`src/logic/swarm_pkg.sv`:
```
package swarm_pkg;

   // conflict key; two tasks with the same hint never run together
   typedef logic [7:0] hint_t;

   // task types known to the cores
   typedef enum logic [1:0] {
      TYPE_A   = 2'd0,
      TYPE_B   = 2'd1,
      TYPE_C   = 2'd2,
      TYPE_ANY = 2'd3
   } task_type_t;

   // number of type codes a core may request
   localparam int N_TASK_TYPES = 4;

   // wildcard request, matches every type at or below it
   localparam task_type_t TASK_TYPE_ALL = TYPE_ANY;

   // one task as seen by the host and the cores (26 bits)
   typedef struct packed {
      task_type_t  ttype;
      hint_t       hint;
      logic [15:0] payload;
   } task_t;

   // commit queue slot carried along with each task as a tag
   typedef logic [3:0] cq_slice_slot_t;

   // core index, room for 16 cores
   typedef logic [3:0] core_id_t;

endpackage
```
`src/logic/task_unit.sv`:
```
`timescale 1ns/1ps

// task dispatch unit: queue in front of the conflict serializer
module task_unit
   import swarm_pkg::*;
#(
   parameter int NUM_CORES           = 4,
   parameter int LOG_READY_LIST_SIZE = 3,
   parameter int QUEUE_DEPTH         = 16
) (
   input  logic                       clk,
   input  logic                       rstn,

   // host enqueue
   input  logic                       enq_valid,
   input  task_t                      enq_task,
   output logic                       enq_ready,

   // cores
   input  logic       [NUM_CORES-1:0] s_arvalid,
   input  task_type_t [NUM_CORES-1:0] s_araddr,
   output logic       [NUM_CORES-1:0] s_rvalid,
   output task_t                      s_rdata,
   output cq_slice_slot_t             s_cq_slot,

   // finish reports
   input  logic                       finished_task_valid,
   input  core_id_t                   finished_task_core,

   output logic                       almost_full,
   output logic                       all_cores_idle
);

   // queue head toward the serializer
   logic           m_valid;
   task_t          m_task;
   cq_slice_slot_t m_cq_slot;
   logic           m_ready;

   task_queue #(
      .QUEUE_DEPTH (QUEUE_DEPTH)
   ) queue0 (
      .clk       (clk),
      .rstn      (rstn),
      .enq_valid (enq_valid),
      .enq_task  (enq_task),
      .enq_ready (enq_ready),
      .m_valid   (m_valid),
      .m_task    (m_task),
      .m_cq_slot (m_cq_slot),
      .m_ready   (m_ready)
   );

   conflict_serializer #(
      .NUM_CORES           (NUM_CORES),
      .LOG_READY_LIST_SIZE (LOG_READY_LIST_SIZE)
   ) serializer0 (
      .clk                 (clk),
      .rstn                (rstn),
      .s_arvalid           (s_arvalid),
      .s_araddr            (s_araddr),
      .s_rvalid            (s_rvalid),
      .s_rdata             (s_rdata),
      .s_cq_slot           (s_cq_slot),
      .finished_task_valid (finished_task_valid),
      .finished_task_core  (finished_task_core),
      .m_task              (m_task),
      .m_cq_slot           (m_cq_slot),
      .m_valid             (m_valid),
      .m_ready             (m_ready),
      .almost_full         (almost_full),
      .all_cores_idle      (all_cores_idle)
   );

endmodule

```
`src/logic/conflict_serializer.sv`:
```
`timescale 1ns/1ps

// hands ready tasks to requesting cores while keeping tasks with equal
// hints from running at the same time
//
// the ready list is a compacted shift register; each entry has a valid and
// a conflict bit. a request gets the earliest conflict-free entry of its
// type, and a finish clears the conflict bit of the earliest entry that
// waits on the finished hint
module conflict_serializer
   import swarm_pkg::*;
#(
   parameter int NUM_CORES           = 4,
   parameter int LOG_READY_LIST_SIZE = 3
) (
   input  logic                          clk,
   input  logic                          rstn,

   // core requests, answered by s_rvalid one cycle after selection
   input  logic       [NUM_CORES-1:0]    s_arvalid,
   input  task_type_t [NUM_CORES-1:0]    s_araddr,
   output logic       [NUM_CORES-1:0]    s_rvalid,
   output task_t                         s_rdata,
   output cq_slice_slot_t                s_cq_slot,

   // finish reports
   input  logic                          finished_task_valid,
   input  core_id_t                      finished_task_core,

   // from the task queue
   input  task_t                         m_task,
   input  cq_slice_slot_t                m_cq_slot,
   input  logic                          m_valid,
   output logic                          m_ready,

   output logic                          almost_full,
   output logic                          all_cores_idle
);

   localparam int READY_LIST_SIZE = 2 ** LOG_READY_LIST_SIZE;
   localparam int CORE_W          = (NUM_CORES > 1) ? $clog2(NUM_CORES) : 1;
   localparam int AF_LEVEL        = READY_LIST_SIZE - 4;

   // ready list storage
   task_t                      ready_list         [READY_LIST_SIZE];
   cq_slice_slot_t             ready_list_cq_slot [READY_LIST_SIZE];
   logic [READY_LIST_SIZE-1:0] ready_list_valid;
   logic [READY_LIST_SIZE-1:0] ready_list_conflict;

   // per-core running hint
   hint_t                      running_task_hint  [NUM_CORES];
   logic [NUM_CORES-1:0]       running_task_hint_valid;

   // stage two registers
   logic                           reg_valid;
   logic [CORE_W-1:0]              reg_core_id;
   logic [LOG_READY_LIST_SIZE-1:0] reg_task_select;

   logic [READY_LIST_SIZE-1:0]     type_ready [N_TASK_TYPES];
   logic [NUM_CORES-1:0]           can_take_request;
   logic [CORE_W-1:0]              core_select;
   logic [READY_LIST_SIZE-1:0]     task_select_in;
   logic [LOG_READY_LIST_SIZE-1:0] task_select;

   hint_t                          finished_hint;
   logic [READY_LIST_SIZE-1:0]     finish_match;
   logic [LOG_READY_LIST_SIZE-1:0] finish_select;
   logic [READY_LIST_SIZE-1:0]     clear_at;

   logic [LOG_READY_LIST_SIZE-1:0] next_insert_location;
   logic                           insert_fire;
   logic [READY_LIST_SIZE-1:0]     insert_hits_ready;
   logic [NUM_CORES-1:0]           insert_hits_running;
   logic                           insert_conflict;
   logic [READY_LIST_SIZE-1:0]     shift_at;
   logic [READY_LIST_SIZE-1:0]     load_at;

   logic [LOG_READY_LIST_SIZE:0]   ready_count;
   logic [LOG_READY_LIST_SIZE:0]   ready_count_next;

   // ready vectors per requested type
   // the entry leaving in stage two is not offered again
   always_comb begin
      for (int t = 0; t < N_TASK_TYPES; t++) begin
         for (int j = 0; j < READY_LIST_SIZE; j++) begin
            type_ready[t][j] = ready_list_valid[j] && !ready_list_conflict[j]
               && ((t == int'(TASK_TYPE_ALL)) ? (ready_list[j].ttype <= TASK_TYPE_ALL)
                                               : (int'(ready_list[j].ttype) == t))
               && !(reg_valid && (int'(reg_task_select) == j));
         end
      end
   end

   // stage one: pick a core, then its earliest matching entry
   always_comb begin
      for (int i = 0; i < NUM_CORES; i++) begin
         can_take_request[i] = s_arvalid[i]
            && (type_ready[s_araddr[i]] != '0)
            && !(reg_valid && (int'(reg_core_id) == i));
      end
   end

   lowbit #(
      .IN_WIDTH  (NUM_CORES),
      .OUT_WIDTH (CORE_W)
   ) core_sel (
      .in  (can_take_request),
      .out (core_select)
   );

   assign task_select_in = type_ready[s_araddr[core_select]];

   lowbit #(
      .IN_WIDTH  (READY_LIST_SIZE),
      .OUT_WIDTH (LOG_READY_LIST_SIZE)
   ) task_sel (
      .in  (task_select_in),
      .out (task_select)
   );

   always_ff @(posedge clk) begin
      if (!rstn) begin
         reg_valid       <= 1'b0;
         reg_core_id     <= '0;
         reg_task_select <= '0;
      end else begin
         reg_valid   <= can_take_request[core_select];
         reg_core_id <= core_select;
         // entries above a dequeue move down by one this cycle
         if (reg_valid && (task_select > reg_task_select)) begin
            reg_task_select <= task_select - 1'b1;
         end else begin
            reg_task_select <= task_select;
         end
      end
   end

   // stage two response
   always_comb begin
      for (int i = 0; i < NUM_CORES; i++) begin
         s_rvalid[i] = reg_valid && (int'(reg_core_id) == i);
      end
   end

   assign s_rdata   = ready_list[reg_task_select];
   assign s_cq_slot = ready_list_cq_slot[reg_task_select];

   // finish: find the earliest waiting entry with the finished hint
   always_comb begin
      finished_hint = '0;
      for (int c = 0; c < NUM_CORES; c++) begin
         if (finished_task_core == core_id_t'(c)) begin
            finished_hint = running_task_hint[c];
         end
      end
      for (int j = 0; j < READY_LIST_SIZE; j++) begin
         finish_match[j] = finished_task_valid && ready_list_valid[j]
            && ready_list_conflict[j] && (ready_list[j].hint == finished_hint);
      end
   end

   lowbit #(
      .IN_WIDTH  (READY_LIST_SIZE),
      .OUT_WIDTH (LOG_READY_LIST_SIZE)
   ) finish_sel (
      .in  (finish_match),
      .out (finish_select)
   );

   // insert goes to the first empty slot, the list stays compacted
   lowbit #(
      .IN_WIDTH  (READY_LIST_SIZE),
      .OUT_WIDTH (LOG_READY_LIST_SIZE)
   ) insert_sel (
      .in  (~ready_list_valid),
      .out (next_insert_location)
   );

   assign m_ready     = m_valid && !ready_list_valid[next_insert_location];
   assign insert_fire = m_valid && m_ready;

   // incoming task conflicts with anything waiting or still running
   always_comb begin
      for (int j = 0; j < READY_LIST_SIZE; j++) begin
         insert_hits_ready[j] = ready_list_valid[j] && (ready_list[j].hint == m_task.hint);
      end
      for (int c = 0; c < NUM_CORES; c++) begin
         insert_hits_running[c] = running_task_hint_valid[c]
            && (running_task_hint[c] == m_task.hint)
            && !(finished_task_valid && (finished_task_core == core_id_t'(c)));
      end
   end

   assign insert_conflict = (insert_hits_ready != '0) || (insert_hits_running != '0);

   // per-entry moves for this cycle
   always_comb begin
      for (int j = 0; j < READY_LIST_SIZE; j++) begin
         shift_at[j] = reg_valid && (j >= int'(reg_task_select));
         // during a dequeue the insert lands one slot lower
         if (shift_at[j]) begin
            load_at[j] = insert_fire && (int'(next_insert_location) == j + 1);
         end else begin
            load_at[j] = insert_fire && (int'(next_insert_location) == j);
         end
         clear_at[j] = finish_match[j] && (int'(finish_select) == j);
      end
   end

   // task and tag fields
   always_ff @(posedge clk) begin
      for (int j = 0; j < READY_LIST_SIZE; j++) begin
         if (load_at[j]) begin
            ready_list[j]         <= m_task;
            ready_list_cq_slot[j] <= m_cq_slot;
         end else if (shift_at[j] && (j < READY_LIST_SIZE - 1)) begin
            ready_list[j]         <= ready_list[j+1];
            ready_list_cq_slot[j] <= ready_list_cq_slot[j+1];
         end
      end
   end

   // valid and conflict bits
   always_ff @(posedge clk) begin
      if (!rstn) begin
         ready_list_valid    <= '0;
         ready_list_conflict <= '0;
      end else begin
         for (int j = 0; j < READY_LIST_SIZE; j++) begin
            if (load_at[j]) begin
               ready_list_valid[j]    <= 1'b1;
               ready_list_conflict[j] <= insert_conflict;
            end else if (shift_at[j]) begin
               if (j < READY_LIST_SIZE - 1) begin
                  ready_list_valid[j]    <= ready_list_valid[j+1];
                  ready_list_conflict[j] <= ready_list_conflict[j+1] && !clear_at[j+1];
               end else begin
                  // top slot empties when nothing is shifted in
                  ready_list_valid[j]    <= 1'b0;
                  ready_list_conflict[j] <= 1'b0;
               end
            end else if (clear_at[j]) begin
               ready_list_conflict[j] <= 1'b0;
            end
         end
      end
   end

   // occupancy and registered almost_full
   assign ready_count_next = ready_count + insert_fire - reg_valid;

   always_ff @(posedge clk) begin
      if (!rstn) begin
         ready_count <= '0;
         almost_full <= 1'b0;
      end else begin
         ready_count <= ready_count_next;
         almost_full <= (int'(ready_count_next) >= AF_LEVEL);
      end
   end

   // hint table, a response takes priority over a finish on the same core
   always_ff @(posedge clk) begin
      if (!rstn) begin
         running_task_hint_valid <= '0;
      end else begin
         for (int c = 0; c < NUM_CORES; c++) begin
            if (s_rvalid[c]) begin
               running_task_hint_valid[c] <= 1'b1;
            end else if (finished_task_valid && (finished_task_core == core_id_t'(c))) begin
               running_task_hint_valid[c] <= 1'b0;
            end
         end
      end
   end

   always_ff @(posedge clk) begin
      for (int c = 0; c < NUM_CORES; c++) begin
         if (s_rvalid[c]) begin
            running_task_hint[c] <= s_rdata.hint;
         end
      end
   end

   // core 0 runs the ordered-commit helper and is left out
   assign all_cores_idle = (running_task_hint_valid[NUM_CORES-1:1] == '0);

endmodule

```
`src/logic/task_queue.sv`:
```
`timescale 1ns/1ps

// circular task buffer between the host and the serializer
module task_queue
   import swarm_pkg::*;
#(
   parameter int QUEUE_DEPTH = 16
) (
   input  logic           clk,
   input  logic           rstn,

   // host side
   input  logic           enq_valid,
   input  task_t          enq_task,
   output logic           enq_ready,

   // serializer side
   output logic           m_valid,
   output task_t          m_task,
   output cq_slice_slot_t m_cq_slot,
   input  logic           m_ready
);

   localparam int PTR_W = $clog2(QUEUE_DEPTH);

   task_t            mem [QUEUE_DEPTH];
   logic [PTR_W-1:0] head;
   logic [PTR_W-1:0] tail;
   logic [PTR_W:0]   count;
   cq_slice_slot_t   next_slot;
   logic             enq_fire;
   logic             deq_fire;

   assign enq_ready = (count != (PTR_W+1)'(QUEUE_DEPTH));
   assign m_valid   = (count != '0);
   assign m_task    = mem[head];
   assign m_cq_slot = next_slot;

   assign enq_fire = enq_valid && enq_ready;
   assign deq_fire = m_valid && m_ready;

   // storage
   always_ff @(posedge clk) begin
      if (enq_fire) begin
         mem[tail] <= enq_task;
      end
   end

   // pointers wrap on their own since the depth is a power of two
   always_ff @(posedge clk) begin
      if (!rstn) begin
         head      <= '0;
         tail      <= '0;
         count     <= '0;
         next_slot <= '0;
      end else begin
         if (enq_fire) begin
            tail <= tail + 1'b1;
         end
         if (deq_fire) begin
            head      <= head + 1'b1;
            // slot tag handed out as the task leaves
            next_slot <= next_slot + 1'b1;
         end
         case ({enq_fire, deq_fire})
            2'b10:   count <= count + 1'b1;
            2'b01:   count <= count - 1'b1;
            default: count <= count;
         endcase
      end
   end

endmodule

```
`src/logic/lowbit.sv`:
```
`timescale 1ns/1ps

// priority encoder, index of the lowest set bit
// returns zero when the input is all zero
module lowbit #(
   parameter int IN_WIDTH  = 8,
   parameter int OUT_WIDTH = 3
) (
   input  logic [IN_WIDTH-1:0]  in,
   output logic [OUT_WIDTH-1:0] out
);

   always_comb begin
      out = '0;
      // walk downwards so the lowest hit is the last one written
      for (int i = IN_WIDTH - 1; i >= 0; i--) begin
         if (in[i]) begin
            out = OUT_WIDTH'(i);
         end
      end
   end

endmodule

```
`config.mk`:
```
export PLATFORM = sky130hd
export DESIGN_NAME = task_unit
export DESIGN_NICKNAME = d
export VERILOG_FILES = /design/src/logic/swarm_pkg.sv /design/src/logic/task_unit.sv /design/src/logic/conflict_serializer.sv /design/src/logic/task_queue.sv /design/src/logic/lowbit.sv
export SDC_FILE = /design/constraint.sdc
export NUM_CORES = 1
export LEC_CHECK = 0
export BUFFER_PORTS_ARGS = -buffer_cell sky130_fd_sc_hd__buf_2
export CORE_UTILIZATION = 30
export DETAILED_ROUTE_END_ITERATION = 6
export PLACE_DENSITY = 0.55
export RECOVER_POWER = 50
export SLEW_MARGIN = 0
export SYNTH_ARGS = -nofsm -noshare
export SYNTH_HDL_FRONTEND = slang
export SYNTH_SLANG_ARGS = --single-unit
```
`constraint.sdc`:
```
create_clock -name clk -period 14 [get_ports clk]
set_clock_uncertainty 0.15 [all_clocks]
set_input_delay 2.1 -clock clk [delete_from_list [all_inputs] [get_ports clk]]
set_output_delay 2.1 -clock clk [all_outputs]
set_load 0.01 [all_outputs]
```
### Word level (Yosys, flattened, before mapping)

Memory sizes are Yosys's and may differ from the RTL's. A register that Yosys moved wholly into a read port is not among the register bits.
Cells that the tools add are included.

* register bits after elaboration: 48
* bits in writable memories: 688
* output and inout bits: 37
* memories: 4

* $add $sub $neg: 8
* order comparisons: 24
* equality and inequality tests: 66
* multiplexer cells: 191
* bitwise gates (word level): 20
* reduce and logical (&&, ||, !) cells: 250

Memory list
* queue0.mem: depth 16, width 26, read ports 1, clocked after memory_dff 1, write ports 1, RTL line task_queue.sv:26 `task_t mem [QUEUE_DEPTH];`
* serializer0.ready_list: depth 8, width 26, read ports 9, clocked after memory_dff 1, write ports 7, RTL line conflict_serializer.sv:45 `task_t ready_list [READY_LIST_SIZE];`
* serializer0.ready_list_cq_slot: depth 8, width 4, read ports 8, clocked after memory_dff 1, write ports 7, RTL line conflict_serializer.sv:46 `cq_slice_slot_t ready_list_cq_slot [READY_LIST_SIZE];`
* serializer0.running_task_hint: depth 4, width 8, read ports 4, clocked after memory_dff 0, write ports 1, RTL line conflict_serializer.sv:51 `hint_t running_task_hint [NUM_CORES];`

Operator list (number)
* $mux 26: 8
* $logic_and 1x1->1: 170
* $eq 8x8->1: 20
* $mux 8: 17
* $mux 1: 110
* $mux 3: 29
* $bmux 8 s2: 5
* $mux 4: 10
* $reduce_bool 8->1: 5
* $eq 2x2->1 const B: 19
* $eq 3x3->1 const B: 12
* $logic_not 1->1: 32
* $reduce_bool 2->1: 13
* $reduce_or 26->1: 1
* $reduce_bool 3->1: 8
* $reduce_or 8->1: 3
* $eq 3x2->1 const B: 6
* $logic_not 2->1: 9
* $le 2x2->1 const B: 8
* $mux 2: 8
* $ge 3x3->1 const B: 5
* $not 2->3: 5
* $or 1x1->1: 14
* $add 4x1->4 const B: 3
* other kinds (28): 39

### Longest topological paths before layout

* depth after elaboration: 32
* gate-level depth with buffers: 22

### By module

Synthesis repeated with hierarchy kept, for this count alone.

* cell total of the unflattened synthesis: 2203
* area, all modules: 34998.6 µm²

Modules (own cells, without submodules)
* conflict_serializer: times used 1, cells an instance 1447, area an instance 17963.5 µm²
* task_queue: times used 1, cells an instance 715, area an instance 16756.1 µm²
* lowbit at serializer0.finish_sel ...: times used 3, cells an instance 12, area an instance 83.8 µm²
* lowbit at serializer0.core_sel: times used 1, cells an instance 5, area an instance 27.5 µm²

### Worst setup path before layout

OpenSTA, ideal clock, no wires.

* path type: in2reg
* start point: in s_araddr[4] in the netlist's numbering
* end point: reg serializer0.reg_task_select[0]
* setup time: 120 ps
* data arrival time: 5771 ps
* data required time: 13730 ps
* setup slack: 7959 ps
* cell stages on the path: 18
* buffers on the path: 1
* cells stage by stage: o21ai_0 > nand3_1 > o311a_1 > a22oi_1 > a31oi_2 > and2_1 > buf_2 > o311a_1 > o2bb2ai_2 > or3_4 > a31oi_4 > ha_1 > nor3b_1 > o211ai_1 > inv_1 > a22o_1 > o211a_1 > or2_1

* longest elaborated chain between the ends: 27
* elaborated cells between the ends (all ways): 28
* those cells by class: 1 x add/sub; 1 x order compare; 20 x mux; 2 x bitwise; 4 x reduce/logical

Ends and longest elaborated chain
* from (decl): RTL line task_unit.sv:21 `input task_type_t [NUM_CORES-1:0] s_araddr,`
* $not 2->3 (not written as such): RTL line conflict_serializer.sv:98 `&& (type_ready[s_araddr[i]] != '0)`
* $bmux 8 s2: RTL line conflict_serializer.sv:98
* $mux 8 (not written as such) (2 in a row): RTL line conflict_serializer.sv:98
* $reduce_bool 8->1: RTL line conflict_serializer.sv:98
* $logic_and 1x1->1: RTL line conflict_serializer.sv:98
* $logic_and 1x1->1: RTL line conflict_serializer.sv:99 `&& !(reg_valid && (int'(reg_core_id) == i));`
* $mux 2 (3 in a row): RTL line lowbit.sv:17 `if (in[i]) begin`
* $bmux 2 s2 (*): RTL line conflict_serializer.sv:111 `assign task_select_in = type_ready[s_araddr[core_select]];`
* $mux 2 (not written as such) (*): RTL line conflict_serializer.sv:111
* $not 2->3 (not written as such) (*): RTL line conflict_serializer.sv:111
* $bmux 8 s2 (*): RTL line conflict_serializer.sv:111
* $mux 8 (not written as such) (*) (2 in a row): RTL line conflict_serializer.sv:111
* $mux 3 (7 in a row): RTL line lowbit.sv:17
* $mux 3 (*): RTL line lowbit.sv:17
* $gt 3x3->1: RTL line conflict_serializer.sv:130 `if (reg_valid && (task_select > reg_task_select)) begin`
* $logic_and 1x1->1: RTL line conflict_serializer.sv:130
* $mux 3 (*): RTL line conflict_serializer.sv:130
* to (signal assigned): RTL line conflict_serializer.sv:131 `reg_task_select <= task_select - 1'b1;`
* to (signal assigned): RTL line conflict_serializer.sv:133 `reg_task_select <= task_select;`
* to (decl): RTL line conflict_serializer.sv:57 `logic [LOG_READY_LIST_SIZE-1:0] reg_task_select;`

Every way passes the cells marked *; elsewhere a longest branch is shown, timed or not. The select of a mux whose other input is x is not followed.
A chain may end at the register's enable or synchronous reset.

==> results.json <==
{
  "outcome": "finished with violations",
  "failed_checks": "max-capacitance violations, max-slew violations",
  "worstHoldStart": "serializer0.running_task_hint_valid[0]",
  "final_max_slew_viol_count": 320,
  "num_vias": 19000,
  "synth_area_per_cell_sq_um": 16.5,
  "worst_slew_pin_slew_ns": 2.76,
  "io_pins": 83,
  "slew_headroom_pct": -83.9,
  "grt_pass1_wl_mm": 133,
  "postCtsHoldBufs": 0,
  "synth_edf_count": 688,
  "setup_viol": 0,
  "ys_ff_latch": 740,
  "rsz0062_at_grt": "false",
  "fmax_mhz": 128,
  "vias_per_cell": 5.11,
  "syn_inst": 2062,
  "holdPathEnd": "serializer0.running_task_hint_valid[0]",
  "die_w_um": 339,
  "min_path_cells": 2,
  "clkPwrFrac_pct": 25.7,
  "grt_pass1_vias": 20200,
  "track_usage_pct": 15.4,
  "syn_area_sq_um": 34000,
  "cts_tree": "built",
  "worstPathRequired_ns": 11.75,
  "die_y_um": 339,
  "cp_max_fo": 42,
  "design.core.area_sq_um": 112000,
  "final_util_pct": 34.6,
  "use_met3_pct": 2.52,
  "peakVddDrop_v": 0.000114,
  "timing.rr.start": "serializer0.reg_task_select[2]",
  "switchingPower_uw": 2770,
  "top_usage_layer": "met2",
  "syn-num-nets": 2127,
  "drive_gt1_share_pct": 29.4,
  "path_clk_slew_ns": 0.06,
  "synth_cell_type_count": 79,
  "final_nets": 2222,
  "dr.first_iter.drc_count": 1538,
  "grt_max_degree": 69,
  "grt-ovfl-total": 0,
  "die_area_sq_um": 115000,
  "ant_nets": 0,
  "syn_to_final_growth_pct": 14.4,
  "period_share_pct": 55.7,
  "gp_congestion": 0.845,
  "clock-sinks": 740,
  "r2r-end": "serializer0.reg_task_select[0]",
  "fp-row-count": 123,
  "p_per_area_nw_per_um2": 212,
  "crit_path_end_kind": "output port",
  "drtPass1Iterations": 5,
  "setup_tns_ns": 0,
  "yosys-top-cells-area": "edfxtp_1 61%, mux4_2 13%, mux2_2 6.8%, xor2_1 3.2%, dfxtp_1 3.1%",
  "synth-seq-area-share_pct": 63.8,
  "postCtsResizedCells": 0,
  "wl_per_cell_um": 23.8,
  "p_int_uw": 5500,
  "start_util_pct": 30.3,
  "p_sw_share_pct": 33.6,
  "cp-start-kind": "register",
  "netlist.area_leader.share_pct": 60.7,
  "cts_buffers": 82,
  "ys_async_sr_fraction_pct": 0,
  "port_buffers": 82,
  "worst-setup-path-type": "register to output port",
  "met1_usage_pct": 19.8,
  "use_met2_pct": 26.8,
  "hold_path_class": "register to register",
  "total_leakage_power_uw": 0.0124,
  "clock_latency_ns": 0.64,
  "hpwl_mm": 53.6,
  "power_frac_seq_pct": 41.0,
  "cts-htree-levels": 3,
  "p_comb_share_pct": 33.3,
  "max-cap-violations": 10,
  "routed_wl_mm": 88.6,
  "root_buffer": "clkbuf_16",
  "worst-endpoint-arrival_ns": 5.55,
  "antenna_found_initial": 5,
  "r2r_cells": 20,
  "ys_warn_count": 0,
  "rrSetupSlack_ns": 6.23,
  "post-synth-top-area-cell": "edfxtp_1",
  "period_minus_slack_ns": 7.80,
  "hold_viol": 0,
  "ys.flop_type": "edfxtp_1",
  "drc": 0,
  "cts_setup_buffers": 0,
  "clockBufferDepth": 3
}
## worst max-delay path by stage
stage | to | slack (ns) | start
final | s_rdata[22] | 6.20 | serializer0.reg_task_select[2]
after global routing | serializer0.reg_task_select[2] | 5.80 | serializer0.reg_task_select[2]
after CTS | serializer0.reg_task_select[0] | 7.55 | serializer0.reg_valid
after detailed placement | serializer0.reg_task_select[0] | 7.30 | s_araddr[4]
after global placement | serializer0.reg_task_select[0] | 7.51 | s_araddr[4]
after floorplan | serializer0.reg_task_select[0] | 7.96 | s_araddr[4]
## power by group through the flow
stage	Sequential, uW	Clock, uW	Combinational (uW)
floorplan	3240	0	2030
global placement	3390	0	2720
detailed placement	3420	0	2790
CTS	3370	2180	2800
global route	3440	2270	2990
finish	3390	2130	2760
## cells by family after synthesis
group / after synthesis / synth area share, %
flops: 740 / 63.8
simple gates: 417 / 6.02
mux: 409 / 20.1
xor+xnor: 175 / 4.50
compound gates: 151 / 3.15
buf+inv: 151 / 1.75
fa+ha+maj: 19 / 0.743
## flip-flops by register name, indices dropped and copies added, names as in the netlist, named ones only
register / flops
serializer0.reg_valid: 1
serializer0.ready_list: 208
serializer0.ready_list_cq_slot: 32
queue0.m_cq_slot: 4
queue0.mem: 416
serializer0.ready_count: 4
serializer0.ready_list_conflict: 8
queue0.head: 4
serializer0.reg_core_id: 2
serializer0.ready_list_valid: 8
serializer0.almost_full: 1
serializer0.running_task_hint: 32
serializer0.reg_task_select: 3
queue0.tail: 4
serializer0.running_task_hint_valid: 4
queue0.count: 5
## synthesized netlist by cell type, drive strengths merged, types with 3 or more instances
cell type / n
o22ai: 3
a22oi: 4
o221a: 3
or2: 6
buf: 36
clkbuf: 76
dfxtp: 52
nor2b: 4
nor4b: 4
a21o: 3
xnor2: 51
and4b: 3
o211a: 6
a21oi: 39
a311oi: 3
nand4: 33
a211oi: 8
inv: 38
or3: 4
or4: 5
and2: 6
o211ai: 9
o221ai: 3
nand2: 153
mux4: 198
nand2b: 13
or3b: 3
and4bb: 3
mux2: 206
nor2: 77
o21a: 5
nand3: 32
edfxtp: 688
and3: 3
nor4: 31
a31oi: 8
o311a: 3
xor2: 124
nor3: 31
ha: 17
mux2i: 5
o21ai: 33
## layout make-up
| class | count | area, sq um |
|---|---|---|
| Inverter | 39 | 146 |
| Fill cell | 10600 | 73600 |
| Timing Repair Buffer | 123 | 632 |
| Clock buffer | 106 | 2200 |
| Tap cell | 1500 | 1880 |
| Clock inverter | 45 | 463 |
| Sequential cell | 740 | 21700 |
| Antenna cell | 1 | 2.50 |
| Multi-Input combinational cell | 1171 | 11900 |
## worst max-delay path, cell delays in order (launching register included)
cell	delay [ns]
dfxtp_2	0.31
clkbuf_1	1.87
clkinv_1	1.13
clkbuf_1	0.89
nand2_1	0.26
nand2_1	0.19
buf_2	0.20
## metrics by stage
stage               area, sq um  setup WS, ns  std cells  hold slack [ns]  power [uW]
finish                    38900          6.20       3725            0.347        8270
global route              38900          5.80       3725            0.390        8700
CTS                       39100          7.55       3724            0.345        8350
detailed placement        36400          7.30       3573            0.333        6210
global placement          36400          7.51       3573            0.338        6110
floorplan                 34000          7.96       2062            0.281        5270
## layer usage
layer,vias to the layer above,share of wire (%)
li1,8374,-
met1,9971,42
met2,527,51
met3,138,4.9
met4,8,1.8
met5,-,0.062
## layout by cell type (no fill, tap or decap), types with 47 or more instances in the layout
| cell | Yosys | layout |
|---|---|---|
| edfxtp_1 | 688 | 688 |
| mux2_2 | 206 | 206 |
| clkbuf_1 | 76 | 61 |
| clkbuf_16 | 0 | 84 |
| buf_2 | 8 | 55 |
| dfxtp_1 | 52 | 47 |
| xnor2_1 | 51 | 51 |
| xor2_1 | 124 | 124 |
| nor2_1 | 76 | 64 |
| nand2_1 | 152 | 149 |
| mux4_2 | 198 | 198 |
No activity file was read; power rests on OpenSTA's default activity.
